<file path="src/include/alpha_cfg.svh">
/*
 * timing constants for the front-end controller, in clock cycles
 * included by the RTL and the testbench
 */
`ifndef ALPHA_CFG_SVH
`define ALPHA_CFG_SVH

// time unit of the reset and trigger sequences
`define ALPHA_STEP_CYCLES 100
// extra wait for the ADC before the token goes out
`define ALPHA_ADC_CONVERSION_CYCLES 8192
// time unit of the bias shift and latch
`define ALPHA_SERIAL_STEP_CYCLES 50
// synchronizer depth ahead of the readout shift register
`define ALPHA_SYNC_STAGES 3

`endif

</file>
<file path="src/design/alpha_bias_pkg.sv">
/*
 * types for loading the chip's bias DACs over sin/sclk/pclk
 * shared by the loader, the top level and the testbench
 */
package alpha_bias_pkg;

	typedef logic [11:0] bias_value_t;
	typedef logic [1:0] bias_addr_t;
	typedef logic [15:0] bias_word_t;

	// bias register addresses, also the load order
	localparam bias_addr_t CMP = 2'd0;
	localparam bias_addr_t ISEL = 2'd1;
	localparam bias_addr_t SB = 2'd2;
	localparam bias_addr_t DB = 2'd3;

	// word as shifted out, msb first
	function automatic bias_word_t make_bias_word(input bias_addr_t addr, input bias_value_t value);
		return {2'b00, addr, value};
	endfunction

endpackage

</file>
<file path="src/design/alpha_readout_pkg.sv">
/*
 * types for the serial readout of the chip
 * shared by the deserializer, the top level and the testbench
 */
package alpha_readout_pkg;

	typedef logic [15:0] readout_word_t;
	typedef logic [3:0] nybble_t;
	typedef logic [1:0] nybble_index_t;

	// alignment pattern at the start of each packet
	localparam readout_word_t READOUT_HEADER = 16'ha1fa;

	// index 3 is the most significant nybble
	function automatic nybble_t select_nybble(input readout_word_t word, input nybble_index_t index);
		return word[{index, 2'b00} +: 4];
	endfunction

endpackage

</file>
<file path="src/design/strobe_sequencer.sv">
/*
 * two timed strobes after a start pulse, with a programmable gap in between
 * used for the chip reset (dreset, sync) and the trigger (trig_top, tok_a_in)
 */
`include "alpha_cfg.svh"

module strobe_sequencer #(
	parameter int gap_cycles = 0
) (
	input logic clock,
	input logic reset,
	input logic start,
	output logic first,
	output logic second,
	output logic busy
);

	localparam int step_cycles = `ALPHA_STEP_CYCLES;
	localparam int last_count = 5 * step_cycles + gap_cycles;
	localparam int count_width = $clog2(last_count + 1);

	localparam logic [count_width-1:0] first_on = count_width'(step_cycles);
	localparam logic [count_width-1:0] first_off = count_width'(2 * step_cycles);
	localparam logic [count_width-1:0] second_on = count_width'(3 * step_cycles + gap_cycles);
	localparam logic [count_width-1:0] second_off = count_width'(4 * step_cycles + gap_cycles);
	localparam logic [count_width-1:0] done = count_width'(last_count);

	// free running, only looked at while busy
	logic [count_width-1:0] counter;

	// counter trails the edge count by one, so first rises on edge step+1
	always_ff @(posedge clock) begin
		if (reset) begin
			counter <= '0;
			first <= 1'b0;
			second <= 1'b0;
			busy <= 1'b0;
		end else if (start) begin
			counter <= '0;
			first <= 1'b0;
			second <= 1'b0;
			busy <= 1'b1;
		end else begin
			counter <= counter + 1'b1;
			if (busy) begin
				if (counter == first_on) begin
					first <= 1'b1;
				end else if (counter == first_off) begin
					first <= 1'b0;
				end else if (counter == second_on) begin
					second <= 1'b1;
				end else if (counter == second_off) begin
					second <= 1'b0;
				end else if (counter == done) begin
					busy <= 1'b0;
				end
			end
		end
	end

	// the chip must never see both strobes at once
	assert property (@(posedge clock) disable iff (reset) !(first && second));

endmodule

</file>
<file path="src/design/bias_dac_loader.sv">
/*
 * shifts the four bias settings into the chip, one address-tagged word each
 * every word is followed by two pclk latch pulses
 */
`include "alpha_cfg.svh"

module bias_dac_loader (
	input logic clock,
	input logic reset,
	input logic start,
	input alpha_bias_pkg::bias_value_t cmp_bias,
	input alpha_bias_pkg::bias_value_t isel_bias,
	input alpha_bias_pkg::bias_value_t sb_bias,
	input alpha_bias_pkg::bias_value_t db_bias,
	output logic sin,
	output logic sclk,
	output logic pclk,
	output logic busy
);
	import alpha_bias_pkg::*;

	localparam int slot_cycles = `ALPHA_SERIAL_STEP_CYCLES;
	localparam int slot_width = (slot_cycles > 1) ? $clog2(slot_cycles) : 1;
	localparam logic [slot_width-1:0] slot_last = slot_width'(slot_cycles - 1);

	// latch phase, in steps from the start of the word
	localparam logic [6:0] latch_sin_low = 7'd49;
	localparam logic [6:0] first_pclk_on = 7'd50;
	localparam logic [6:0] first_pclk_off = 7'd63;
	localparam logic [6:0] latch_sin_high = 7'd64;
	localparam logic [6:0] second_pclk_on = 7'd65;
	localparam logic [6:0] second_pclk_off = 7'd78;
	localparam logic [6:0] final_sin_low = 7'd79;
	localparam logic [6:0] word_end = 7'd81;

	typedef enum logic [1:0] {
		state_idle,
		state_shift,
		state_latch
	} state_t;

	state_t state;
	logic [slot_width-1:0] slot;
	logic [6:0] step;
	// 0 is the msb of the word
	logic [3:0] bit_index;
	bias_addr_t word_index;
	bias_value_t value;
	bias_word_t word;
	logic [6:0] bit_step;

	always_comb begin
		case (word_index)
			CMP: value = cmp_bias;
			ISEL: value = isel_bias;
			SB: value = sb_bias;
			default: value = db_bias;
		endcase
	end

	assign word = make_bias_word(word_index, value);
	// each bit takes three steps: data, clock high, clock low
	assign bit_step = 7'(bit_index) * 7'd3;
	assign busy = (state != state_idle);

	always_ff @(posedge clock) begin
		if (reset) begin
			state <= state_idle;
			slot <= '0;
			step <= '0;
			bit_index <= '0;
			word_index <= CMP;
			sin <= 1'b0;
			sclk <= 1'b0;
			pclk <= 1'b0;
		end else if (start) begin
			state <= state_shift;
			slot <= '0;
			step <= '0;
			bit_index <= '0;
			word_index <= CMP;
			sin <= 1'b0;
			sclk <= 1'b0;
			pclk <= 1'b0;
		end else if (state != state_idle) begin
			if (slot == slot_last) begin
				slot <= '0;
				step <= step + 7'd1;
			end else begin
				slot <= slot + 1'b1;
			end
			// events only on the first cycle of a step
			if (slot == '0) begin
				case (state)
					state_shift: begin
						if (step == bit_step + 7'd1) begin
							sin <= word[4'd15 - bit_index];
						end else if (step == bit_step + 7'd2) begin
							sclk <= 1'b1;
						end else if (step == bit_step + 7'd3) begin
							sclk <= 1'b0;
							if (bit_index == 4'd15) begin
								state <= state_latch;
							end else begin
								bit_index <= bit_index + 4'd1;
							end
						end
					end
					state_latch: begin
						case (step)
							latch_sin_low: sin <= 1'b0;
							first_pclk_on: pclk <= 1'b1;
							first_pclk_off: pclk <= 1'b0;
							latch_sin_high: sin <= 1'b1;
							second_pclk_on: pclk <= 1'b1;
							second_pclk_off: pclk <= 1'b0;
							final_sin_low: sin <= 1'b0;
							word_end: begin
								if (word_index == DB) begin
									state <= state_idle;
								end else begin
									state <= state_shift;
									word_index <= word_index + 2'd1;
									bit_index <= '0;
									step <= '0;
									slot <= '0;
								end
							end
							default: begin
							end
						endcase
					end
					default: begin
					end
				endcase
			end
		end
	end

	// shift and latch clocks must not overlap
	assert property (@(posedge clock) disable iff (reset) !(sclk && pclk));
	// data held for the whole sclk high time
	assert property (@(posedge clock) disable iff (reset) sclk |=> (!sclk || $stable(sin)));

endmodule

</file>
<file path="src/design/readout_deserializer.sv">
/*
 * deserializer for the chip's serial readout line
 * aligns on the header pattern, presents each word whole and one nybble at a time
 */
`include "alpha_cfg.svh"

module readout_deserializer (
	input logic clock,
	input logic reset,
	input logic serial_data,
	output alpha_readout_pkg::readout_word_t data_word,
	output logic header,
	output alpha_readout_pkg::nybble_t nybble,
	output alpha_readout_pkg::nybble_index_t nybble_index,
	output logic msn
);
	import alpha_readout_pkg::*;

	localparam int sync_stages = `ALPHA_SYNC_STAGES;

	logic [sync_stages-1:0] sync_sr;
	readout_word_t window;
	// bits left in the current word
	logic [3:0] bit_count;

	// line is asynchronous to the clock
	always_ff @(posedge clock) begin
		sync_sr <= {sync_sr[sync_stages-2:0], serial_data};
		window <= {window[14:0], sync_sr[sync_stages-1]};
	end

	always_ff @(posedge clock) begin
		if (reset) begin
			bit_count <= 4'd15;
			header <= 1'b0;
			data_word <= '0;
		end else if (window == READOUT_HEADER) begin
			// realign the word boundary on the header
			bit_count <= 4'd15;
			header <= 1'b1;
			data_word <= window;
		end else if (bit_count == 4'd0) begin
			bit_count <= 4'd15;
			header <= 1'b0;
			data_word <= window;
		end else begin
			bit_count <= bit_count - 4'd1;
		end
	end

	assign nybble_index = bit_count[3:2];
	assign nybble = select_nybble(data_word, nybble_index);
	assign msn = (nybble_index == 2'd3);

	// header flag only ever accompanies a captured header word
	assert property (@(posedge clock) disable iff (reset) header |-> data_word == READOUT_HEADER);

endmodule

</file>
<file path="src/design/alpha_control_top.sv">
/*
 * controller and readout front end for the mixed-signal front-end ASIC
 * chip reset and trigger sequences, bias loading and readout deserializing
 */
`include "alpha_cfg.svh"

module alpha_control_top (
	input logic clock,
	input logic reset,
	input logic start_chip_reset,
	input logic start_trigger_sequence,
	input logic start_bias_load,
	input logic dat_a_t2f,
	input alpha_bias_pkg::bias_value_t cmp_bias,
	input alpha_bias_pkg::bias_value_t isel_bias,
	input alpha_bias_pkg::bias_value_t sb_bias,
	input alpha_bias_pkg::bias_value_t db_bias,
	output logic dreset,
	output logic sync,
	output logic trig_top,
	output logic tok_a_in,
	output logic sin,
	output logic sclk,
	output logic pclk,
	output logic reset_busy,
	output logic trigger_busy,
	output logic bias_busy,
	output alpha_readout_pkg::readout_word_t data_word,
	output logic header,
	output alpha_readout_pkg::nybble_t nybble,
	output alpha_readout_pkg::nybble_index_t nybble_index,
	output logic msn
);

	// dreset then sync, back to back
	strobe_sequencer #(
		.gap_cycles(0)
	) reset_seq (
		.clock(clock),
		.reset(reset),
		.start(start_chip_reset),
		.first(dreset),
		.second(sync),
		.busy(reset_busy)
	);

	// token waits for the ADC conversion after the trigger
	strobe_sequencer #(
		.gap_cycles(`ALPHA_ADC_CONVERSION_CYCLES)
	) trigger_seq (
		.clock(clock),
		.reset(reset),
		.start(start_trigger_sequence),
		.first(trig_top),
		.second(tok_a_in),
		.busy(trigger_busy)
	);

	bias_dac_loader bias_loader (
		.clock(clock),
		.reset(reset),
		.start(start_bias_load),
		.cmp_bias(cmp_bias),
		.isel_bias(isel_bias),
		.sb_bias(sb_bias),
		.db_bias(db_bias),
		.sin(sin),
		.sclk(sclk),
		.pclk(pclk),
		.busy(bias_busy)
	);

	readout_deserializer readout (
		.clock(clock),
		.reset(reset),
		.serial_data(dat_a_t2f),
		.data_word(data_word),
		.header(header),
		.nybble(nybble),
		.nybble_index(nybble_index),
		.msn(msn)
	);

endmodule

</file>
<file path="config.mk">
export PLATFORM = sky130hd
export DESIGN_NAME = alpha_control_top
export DESIGN_NICKNAME = d
export VERILOG_FILES = /design/src/design/alpha_bias_pkg.sv /design/src/design/alpha_readout_pkg.sv /design/src/design/strobe_sequencer.sv /design/src/design/bias_dac_loader.sv /design/src/design/readout_deserializer.sv /design/src/design/alpha_control_top.sv
export VERILOG_INCLUDE_DIRS = /design/src /design/src/include
export SDC_FILE = /design/constraint.sdc
export NUM_CORES = 1
export LEC_CHECK = 0
export BUFFER_PORTS_ARGS = -buffer_cell sky130_fd_sc_hd__buf_2
export CORE_MARGIN = 2
export CORE_UTILIZATION = 57
export CTS_BUF_LIST = sky130_fd_sc_hd__clkbuf_16
export DETAILED_ROUTE_END_ITERATION = 10
export PLACE_DENSITY = 0.87
export RECOVER_POWER = 25
export SYNTH_ARGS = -nofsm -noshare
export SYNTH_HDL_FRONTEND = slang
export SYNTH_HIERARCHICAL = 1
export SYNTH_SLANG_ARGS = --single-unit
</file>
<file path="constraint.sdc">
create_clock -name clock -period 4.45 [get_ports clock]
set_clock_uncertainty 0.05 [all_clocks]
set_input_delay 0.2225 -clock clock [delete_from_list [all_inputs] [get_ports clock]]
set_output_delay 0.2225 -clock clock [all_outputs]
set_load 0.1 [all_outputs]
</file>
## Word-level counts from Yosys, hierarchy flattened

Index checks and enable logic that the tools add are counted.

| storage, ports and cells | value |
|---|---|
| register bits after elaboration | 93 |
| bits of input ports | 54 |
| word-level logic and storage cells | 181 |

| operators by class | value |
|---|---|
| magnitude comparators | 1 |
| bitwise operators | 6 |
| multiply operators | 1 |
| shift-type cells | 1 |
| reductions and logical operators | 33 |
| multiplexer cells | 62 |
| add/subtract/negate cells | 11 |
| equal/unequal tests | 44 |

Operators by type and width:

| kind | number |
|---|---|
| 14-bit equality test (second input constant) | 3 |
| 12-bit one-hot mux with 3 select lines | 1 |
| 7-bit equality test (second input constant) | 5 |
| 7-bit 2-to-1 mux | 5 |
| 1-bit 2-to-1 mux | 32 |
| 16-bit 2-to-1 mux | 2 |
| 6-bit 2-to-1 mux | 5 |
| 9-bit equality test (second input constant) | 3 |
| 4-bit 2-to-1 mux | 6 |
| 2-bit nonzero test | 11 |
| 7-bit by 6-bit equality test with 1-bit output (second input constant) | 3 |
| 7-bit equality test | 3 |
| 16-bit equality test (second input constant) | 1 |
| 8-bit AND reduction | 2 |
| 16-bit by 5-bit variable part select with 4-bit output | 1 |
| 5-bit AND reduction | 3 |
| 14-bit by 1-bit adder with 14-bit output (second input constant) | 1 |
| 6-bit by 2-bit adder with 7-bit output (second input constant) | 2 |
| 14-bit by 7-bit equality test with 1-bit output (second input constant) | 1 |
| 14-bit by 8-bit equality test with 1-bit output (second input constant) | 1 |
| 4-bit AND reduction | 3 |
| 2-bit OR reduction | 6 |
| 2-bit 2-to-1 mux | 5 |
| 9-bit by 1-bit adder with 9-bit output (second input constant) | 1 |
| 31 further kinds | 53 |

## Longest topological paths before layout

Gate-level depths: netlist of the first run.

| depth | value |
|---|---|
| depth in word-level cells | 10 |
| gate-level depth with buffers | 12 |
| gate-level depth less buffers | 12 |

## Cells and area by module

Netlist of the first run, hierarchy kept.

By module, submodules not included:

| module | cells each | sequential area each (um^2) | area an instance (um^2) | times used |
|---|---|---|---|---|
| bias_dac_loader | 308 | 480.5 | 2469.9 | 1 |
| readout_deserializer | 125 | 800.8 | 1525.2 | 1 |
| strobe_sequencer (trigger_seq) | 98 | 340.3 | 870.8 | 1 |
| strobe_sequencer (reset_seq) | 65 | 240.2 | 570.5 | 1 |

## Worst setup path before layout of the first run

No wires, ideal clock.

| timing path | value |
|---|---|
| kind | register to register |
| start point | reg bias_loader.bit_index[2] |
| end point | reg bias_loader.bit_index[3] |
| path slack | 1308 ps |
| cell stages (with the launch flop) | 12 |
| data arrival time | 3021 ps |
| buffers on the path | 1 |
| cells stage by stage | dfxtp_1 inv_1 ha_1 and3b_1 or4_1 buf_6 and2_4 o21ai_0 a211o_2 a31oi_4 or4_1 a21oi_1 |

| between the ends | value |
|---|---|
| longest elaborated chain between the ends | 6 |
| elaborated cells on any way between the ends | 19 |
| classes of those cells | add/sub (4); mul (1); eq/ne (8); mux (5); reduce/logical (1) |

RTL lines:

| what | RTL line | RTL |
|---|---|---|
| start: declaration | bias_dac_loader.sv:46 | `logic [3:0] bit_index;` |
| start signal: assignment | bias_dac_loader.sv:105 | `bit_index <= bit_index + 4'd1;` |
| parallel branches: the longest is 6 deep, another holds 6-bit by 1-bit adder with 7-bit output | -- |  |

Parallel ways; which one is timed is not known. The select of a mux whose other input is x is not followed.
A chain may end at the register's enable or synchronous reset.

## Final worst setup path of the first run

| timing path | value |
|---|---|
| start point | reg bias_loader.bit_index[0] |
| end point | reg bias_loader.bit_index[3] |

Same word-level chain as after synthesis.

==> results of run 1 <==
[cell usage after synthesis, drive strengths merged (8+ instances only)]
| cell | count | share of area |
|---|---|---|
| ha | 28 | 0.064 |
| and2 | 11 | 0.014 |
| clkbuf | 20 | 0.014 |
| or3 | 10 | 0.012 |
| nor2 | 59 | 0.041 |
| xor2 | 15 | 0.024 |
| nand2 | 38 | 0.027 |
| nand4 | 19 | 0.029 |
| nand3 | 24 | 0.022 |
| nand4b | 18 | 0.029 |
| a222oi | 12 | 0.022 |
| dfxtp | 93 | 0.34 |
| inv | 27 | 0.019 |
| mux4 | 9 | 0.037 |
| o21ai | 35 | 0.043 |
| nand2b | 17 | 0.020 |
| a21oi | 20 | 0.018 |
| nor3 | 8 | 0.0074 |
| buf | 15 | 0.019 |
| xnor2 | 21 | 0.034 |
[metal layers]
metal | global-route usage | share of wire
met1 | 0.304 | 0.42
met2 | 0.435 | 0.52
met3 | 0.0359 | 0.054
met4 | 0.0613 | 0.014
met5 | 0 | 0
[power groups by stage]
stage	registers [uW]	logic [uW]	clock network (uW)
detailed placement	885	136	0
finish	866	138	739
global placement	883	131	0
global route	868	151	788
floorplan	887	89.9	0
CTS	866	137	754
[sequential cells by signal (all words and copies together) (netlist names), 2 cells and up]
| register | flops |
|---|---|
| readout/bit_count | 4 |
| reset_seq/counter | 9 |
| trigger_seq/counter | 14 |
| bias_loader/word_index | 2 |
| readout/window | 16 |
| readout/sync_sr | 3 |
| bias_loader/state | 2 |
| bias_loader/bit_index | 4 |
| readout/data_word | 16 |
| bias_loader/step | 7 |
| bias_loader/slot | 6 |
[worst min-delay path by stage]
stage,cells after the start,slack (ns),to,from
2_1_floorplan,0,0.20,readout/sync_sr[0]$_DFF_P_,dat_a_t2f
3_3_place_gp,0,0.26,readout/sync_sr[2]$_DFF_P_,readout/sync_sr[1]$_DFF_P_
3_5_place_dp,0,0.26,readout/sync_sr[2]$_DFF_P_,readout/sync_sr[1]$_DFF_P_
4_1_cts,3,0.09,trigger_seq/busy$_SDFF_PP0_,start_trigger_sequence
5_1_grt,3,0.12,trigger_seq/busy$_SDFF_PP0_,start_trigger_sequence
6_report,3,0.09,trigger_seq/busy$_SDFF_PP0_,start_trigger_sequence
[cells by family after synthesis]
family | count (synthesis) | synth area share
xor gates and xnor gates | 36 | 0.0580
adders and majority gates | 29 | 0.0681
AOI/OAI and AO/OA | 104 | 0.148
and+or+nand+nor | 255 | 0.280
DFF | 93 | 0.342
muxes | 17 | 0.0522
buffers and inverters | 62 | 0.0518
[critical path, cell delays in order, from the launching register on]
cell and delay [ns]:
dfxtp_1 0.71, ha_1 0.35, fa_1 0.57, ha_1 0.29, a21o_1 0.18, and2_1 0.15
o21ai_0 0.14, o311ai_0 0.17, o41ai_2 0.17, a31oi_4 0.22, or4_1 0.51, a21oi_1 0.15
[cell type report]
cell class / count / share of cell area
clock buffers: 9 / 0.0366
clock inverters: 7 / 0.0108
inverters: 27 / 0.0165
multi-input cells: 441 / 0.535
flip-flops and latches: 93 / 0.303
well taps: 129 / 0.0262
repair buffers: 88 / 0.0722
[per-stage QoR]
stage                     hold WS (ns)  total power, uW  setup slack, ns  instances   util
after global placement           0.262             1010            0.900        777  0.633
after floorplan                  0.200              976             1.31        596      -
after global routing             0.123             1810            0.431        794  0.666
after detailed placement         0.262             1020            0.764        777  0.633
final                           0.0943             1740            0.713        794  0.666
after CTS                       0.0855             1760            0.753        794  0.666
==> metrics, run 1 <==
htree depth=3; CTS tree=done; post-layout min period=3.74 ns; crit path kind=flop to flop; clock share of power=0.424; first-pass GRT wire length=20.7 mm; hpwl dp=9.02 mm; Root Buffer Master=clkbuf_16; share of cells above drive strength 1=0.227; register area=1860 sq um; failing checks=max-capacitance violations, max-slew violations; maximum fanout along the worst path=15; IO buf count=87; Tcrit/Tclk final=0.840; most common cell after layout, fill and taps aside=dfxtp_1; num rows=35; sequential area share after synthesis=0.342; Slew Limit Fails=47; Final #Nets=743; leakage power=0.00240 uW; flop-to-flop setup slack=0.71 ns; final instance area=6150 sq um; Avg WL per Cell=15.4 microns; DR vias=4772; Worst-Margin Slew=1.52 ns; Synth warnings=6; drt initial violations=308; Yosys reg bits=93; f_max=268 MHz; area occupied by multi-input gates=3290 sq um; I/O pin cnt=88; total track usage=0.242; Async S/R FF share, synth=0; # hold bufs at CTS=1; Max-slew headroom=-0.0138; hold crit path type=input port to flop; worst reg2reg path startpoint=bias_loader/bit_index[0]$_SDFFE_PP0P_; CP arrival=3.95 ns; Post-synth EDFFs=0; commonest non-fill, non-tap cells in the layout=dfxtp_1, buf_2, nor2_1; CP Capture Type=flop; Area after DPL=5850 sq um; Initial Utilization=0.588; final setup violation count=0; clock buffer count from CTS=9; run status=finished with violations; antenna-violating nets left=0; Area Growth Syn to Fin=13.2%; DRT Pass-1 Iters=5; Worst Path Required=4.66 ns; full die area=10300 sq um; number of clock sinks=93; reg2reg path depth=11; Max Cap Viol=1; Congestion Overflow GR=0; Switching Share=0.232; # diodes=0; Final TNS setup=0 ns; clock latency on the worst-skew pair=0.33 ns; Comb pwr share=0.079; post-CTS setup buffers=0; Routability Congestion=0.872; post_cts resized=0; Psw=405 uW; FF-to-FF End=bias_loader/bit_index[3]$_SDFFE_PP0P_; Synth Flop Type=dfxtp_1; largest net degree at the start of global routing=47; internal power=1340 uW; syn avg cell area=9.12 sq um; synthesized area=5440 sq um; vias per inst=6.01; Fill cells=715; Pwr Density=283 nW/um^2; Synth Instances=596; clk buf depth=2; DRC viols=0; CP startpoint=bias_loader/bit_index[0]$_SDFFE_PP0P_; Reg power frac=0.497; Die Width=102 microns; Worst VDD drop=0.233 mV; Die Y=102 microns; Reg clk slew, reported paths=0.06 ns; Startpoint Class=flop; antenna violations before repair=0; synth unique cells=77; vias in the first global route=4509; syn nets=679; area of the core=9240 sq um; RSZ-0062 raised after global routing=no; Final Hold Viols=0; Critical Path End=bias_loader/bit_index[3]$_SDFFE_PP0P_; Post-Route WL=12.2 mm
No activity file was read; power rests on OpenSTA's default activity.
==> run 2, diff against run 1 <==
- clock period: 4.45 -> 3.7 ns (I/O delays scaled with it)
==> metrics, run 2 (synthesized netlist as in run 1, its figures left out) <==
run status=finished, final reports clean (was finished with violations); worst reg2reg path startpoint=bias_loader/bit_index[0]$_SDFFE_PP0P_ (unchanged); commonest non-fill, non-tap cells in the layout=dfxtp_1, buf_2, nor2_1 (unchanged); num rows=35 (unchanged); DRT Pass-1 Iters=7 (was 5); Initial Utilization=0.588 (unchanged); setup ws final=0.406 ns (was 0.713 ns); CTS tree=done (unchanged); dpl ws=0.464 ns (was 0.764 ns); Pwr Total=2080 uW (was 1740 uW); Critical Path End=bias_loader/bit_index[3]$_SDFFE_PP0P_ (unchanged); Max Cap Viol=0 (was 1); clk buf depth=2 (unchanged); share of cells above drive strength 1=0.234 (was 0.227); largest net degree at the start of global routing=47 (unchanged); first-pass GRT wire length=20.5 mm (was 20.7 mm); area of the core=9240 sq um (unchanged); Slew Limit Fails=0 (was 47); RSZ-0062 raised after global routing=no (unchanged); Top Registers=readout/data_word (16), readout/window (16), trigger_seq/counter (14) (unchanged); most used routing layer in global routing=met2 (unchanged); final setup violation count=0 (unchanged); Worst Path Required=3.92 ns (was 4.66 ns); GR Util met1=0.308 (was 0.304); Startpoint Class=flop (unchanged); vias per inst=6.03 (was 6.01); antenna-violating nets left=0 (unchanged); CP Capture Type=flop (unchanged); Worst-Margin Slew=1.41 ns (was 1.52 ns); met3 Resource Use GR=0.0414 (was 0.0359); # diodes=0 (unchanged); full die area=10300 sq um (unchanged); vias in the first global route=4446 (was 4509); IO buf count=87 (unchanged); DR vias=4815 (was 4772); met2 Use GR=0.433 (was 0.435); most used cell, CP=ha_1 (unchanged); Non-Filler Instances=799 (was 794); Reg clk slew, reported paths=0.07 ns (was 0.06 ns); Final #Nets=748 (was 743); stages on the worst setup path=11 (unchanged); reg2reg path depth=11 (unchanged); I/O pin cnt=88 (unchanged); DRC viols=0 (unchanged); FF-to-FF End=bias_loader/bit_index[3]$_SDFFE_PP0P_ (unchanged); crit-path leading delay family=adder cells (unchanged); drt initial violations=375 (was 308); Tcrit/Tclk final=0.890 (was 0.840); hold crit path type=input port to flop (unchanged); Die Y=102 microns (unchanged); flop-to-flop setup slack=0.41 ns (was 0.71 ns); CP startpoint=bias_loader/bit_index[0]$_SDFFE_PP0P_ (unchanged); max incr delay on CP=0.56 ns (was 0.71 ns); crit path kind=flop to flop (unchanged); Placed Cells=782 (was 777); total track usage=0.246 (was 0.242); maximum fanout along the worst path=8 (was 15); Buf+Inv Stages, Crit Path=0 (unchanged); hpwl dp=9.10 mm (was 9.02 mm); Max-slew headroom=0.0586 (was -0.0138); number of clock sinks=93 (unchanged); most common cell after layout, fill and taps aside=dfxtp_1 (unchanged); Worst VDD drop=0.258 mV (was 0.233 mV); Crit-path slowest cell=fa_1 (was dfxtp_1); Congestion Overflow GR=0 (unchanged); Routability Congestion=0.945 (was 0.872); antenna violations before repair=0 (unchanged); f_max=304 MHz (was 268 MHz); htree depth=3 (unchanged); leakage power=0.00242 uW (was 0.00240 uW); clock latency on the worst-skew pair=0.33 ns (about the same); Area Growth Syn to Fin=13.7% (was 13.2%); Die Width=102 microns (unchanged); crit path cell chain=ha_1, fa_1, ha_1, a21o_1, and2_1, o21ai_0, o311ai_0, o41ai_2, a31oi_4, or4_1, a21oi_1 (unchanged); CP arrival=3.51 ns (was 3.95 ns); post-layout min period=3.29 ns (was 3.74 ns); Root Buffer Master=clkbuf_16 (unchanged); Final TNS setup=0 ns (unchanged); post_cts resized=0 (unchanged); Final Hold Viols=0 (unchanged); clock buffer count from CTS=9 (unchanged); Avg WL per Cell=15.5 microns (was 15.4 microns); Pwr Density=336 nW/um^2 (was 283 nW/um^2); Post-Route WL=12.4 mm (was 12.2 mm)
[run 2: cell types whose count changed in the layout (fill, tap and decap cells not counted), sizes merged]
cell    before  now
buf         86   91
bufinv       1    0
inv         29   30
[run 2: worst min path at each step]
stage                                 startpoint                           to  slack [ns]  cells past startpoint
after floorplan                        dat_a_t2f   readout/sync_sr[0]$_DFF_P_        0.16                      0
after global placement                 dat_a_t2f   readout/sync_sr[0]$_DFF_P_        0.24                      1
after detailed placement               dat_a_t2f   readout/sync_sr[0]$_DFF_P_        0.24                      1
after CTS                 start_trigger_sequence  trigger_seq/busy$_SDFF_PP0_        0.03                      3
after global routing      start_trigger_sequence  trigger_seq/busy$_SDFF_PP0_        0.04                      3
final                     start_trigger_sequence  trigger_seq/busy$_SDFF_PP0_        0.04                      3
[run 2: timing repair]
item	in CTS	in global routing
endpoints found under the hold margin	1	0
hold buffers	1	0
endpoints found under the setup margin	0	0
buffers inserted	0	0
[run 2: layer usage]
| metal | part of all wire | vias up | wire length, microns |
|---|---|---|---|
| met5 | 0 | - | 0 |
| met4 | 0.020 | 0 | 252 |
| met3 | 0.050 | 25 | 614 |
| met2 | 0.49 | 170 | 6100 |
| met1 | 0.44 | 2310 | 5400 |
| li1 | - | 2310 | - |
[run 2: report_power, final]
group	internal, uW	switching [uW]	total [uW]
clock	466	402	868
combinational	69.2	100	169
sequential	1020	18.4	1040
total	1560	521	2080
[run 2: area by class of cell]
class	instances	area, sq um
inverters	27	101
flip-flops and latches	93	1860
repair buffers	93	482
clock buffers	9	225
fillers	746	3060
clock inverters	7	58.8
well taps	129	161
multi-input cells	441	3290
[run 2: through the flow]
| step | hold slack [ns] | cell area [sq um] | utilization |
|---|---|---|---|
| final | 0.0409 | 6180 | 0.669 |
| after detailed placement | 0.242 | 5890 | 0.638 |
| after CTS | 0.0338 | 6180 | 0.669 |
| after global routing | 0.0397 | 6180 | 0.669 |
| after global placement | 0.239 | 5890 | 0.638 |
| after floorplan | 0.163 | 5440 | - |
[run 2: worst reg2reg max path, cell delays in order, from the launching register on]
cell	delay, ns
dfxtp_1	0.36
ha_1	0.25
fa_1	0.56
ha_1	0.28
a21o_1	0.19
and2_1	0.15
o21ai_0	0.15
o311ai_0	0.18
o41ai_2	0.16
a31oi_4	0.23
or4_1	0.51
a21oi_1	0.16
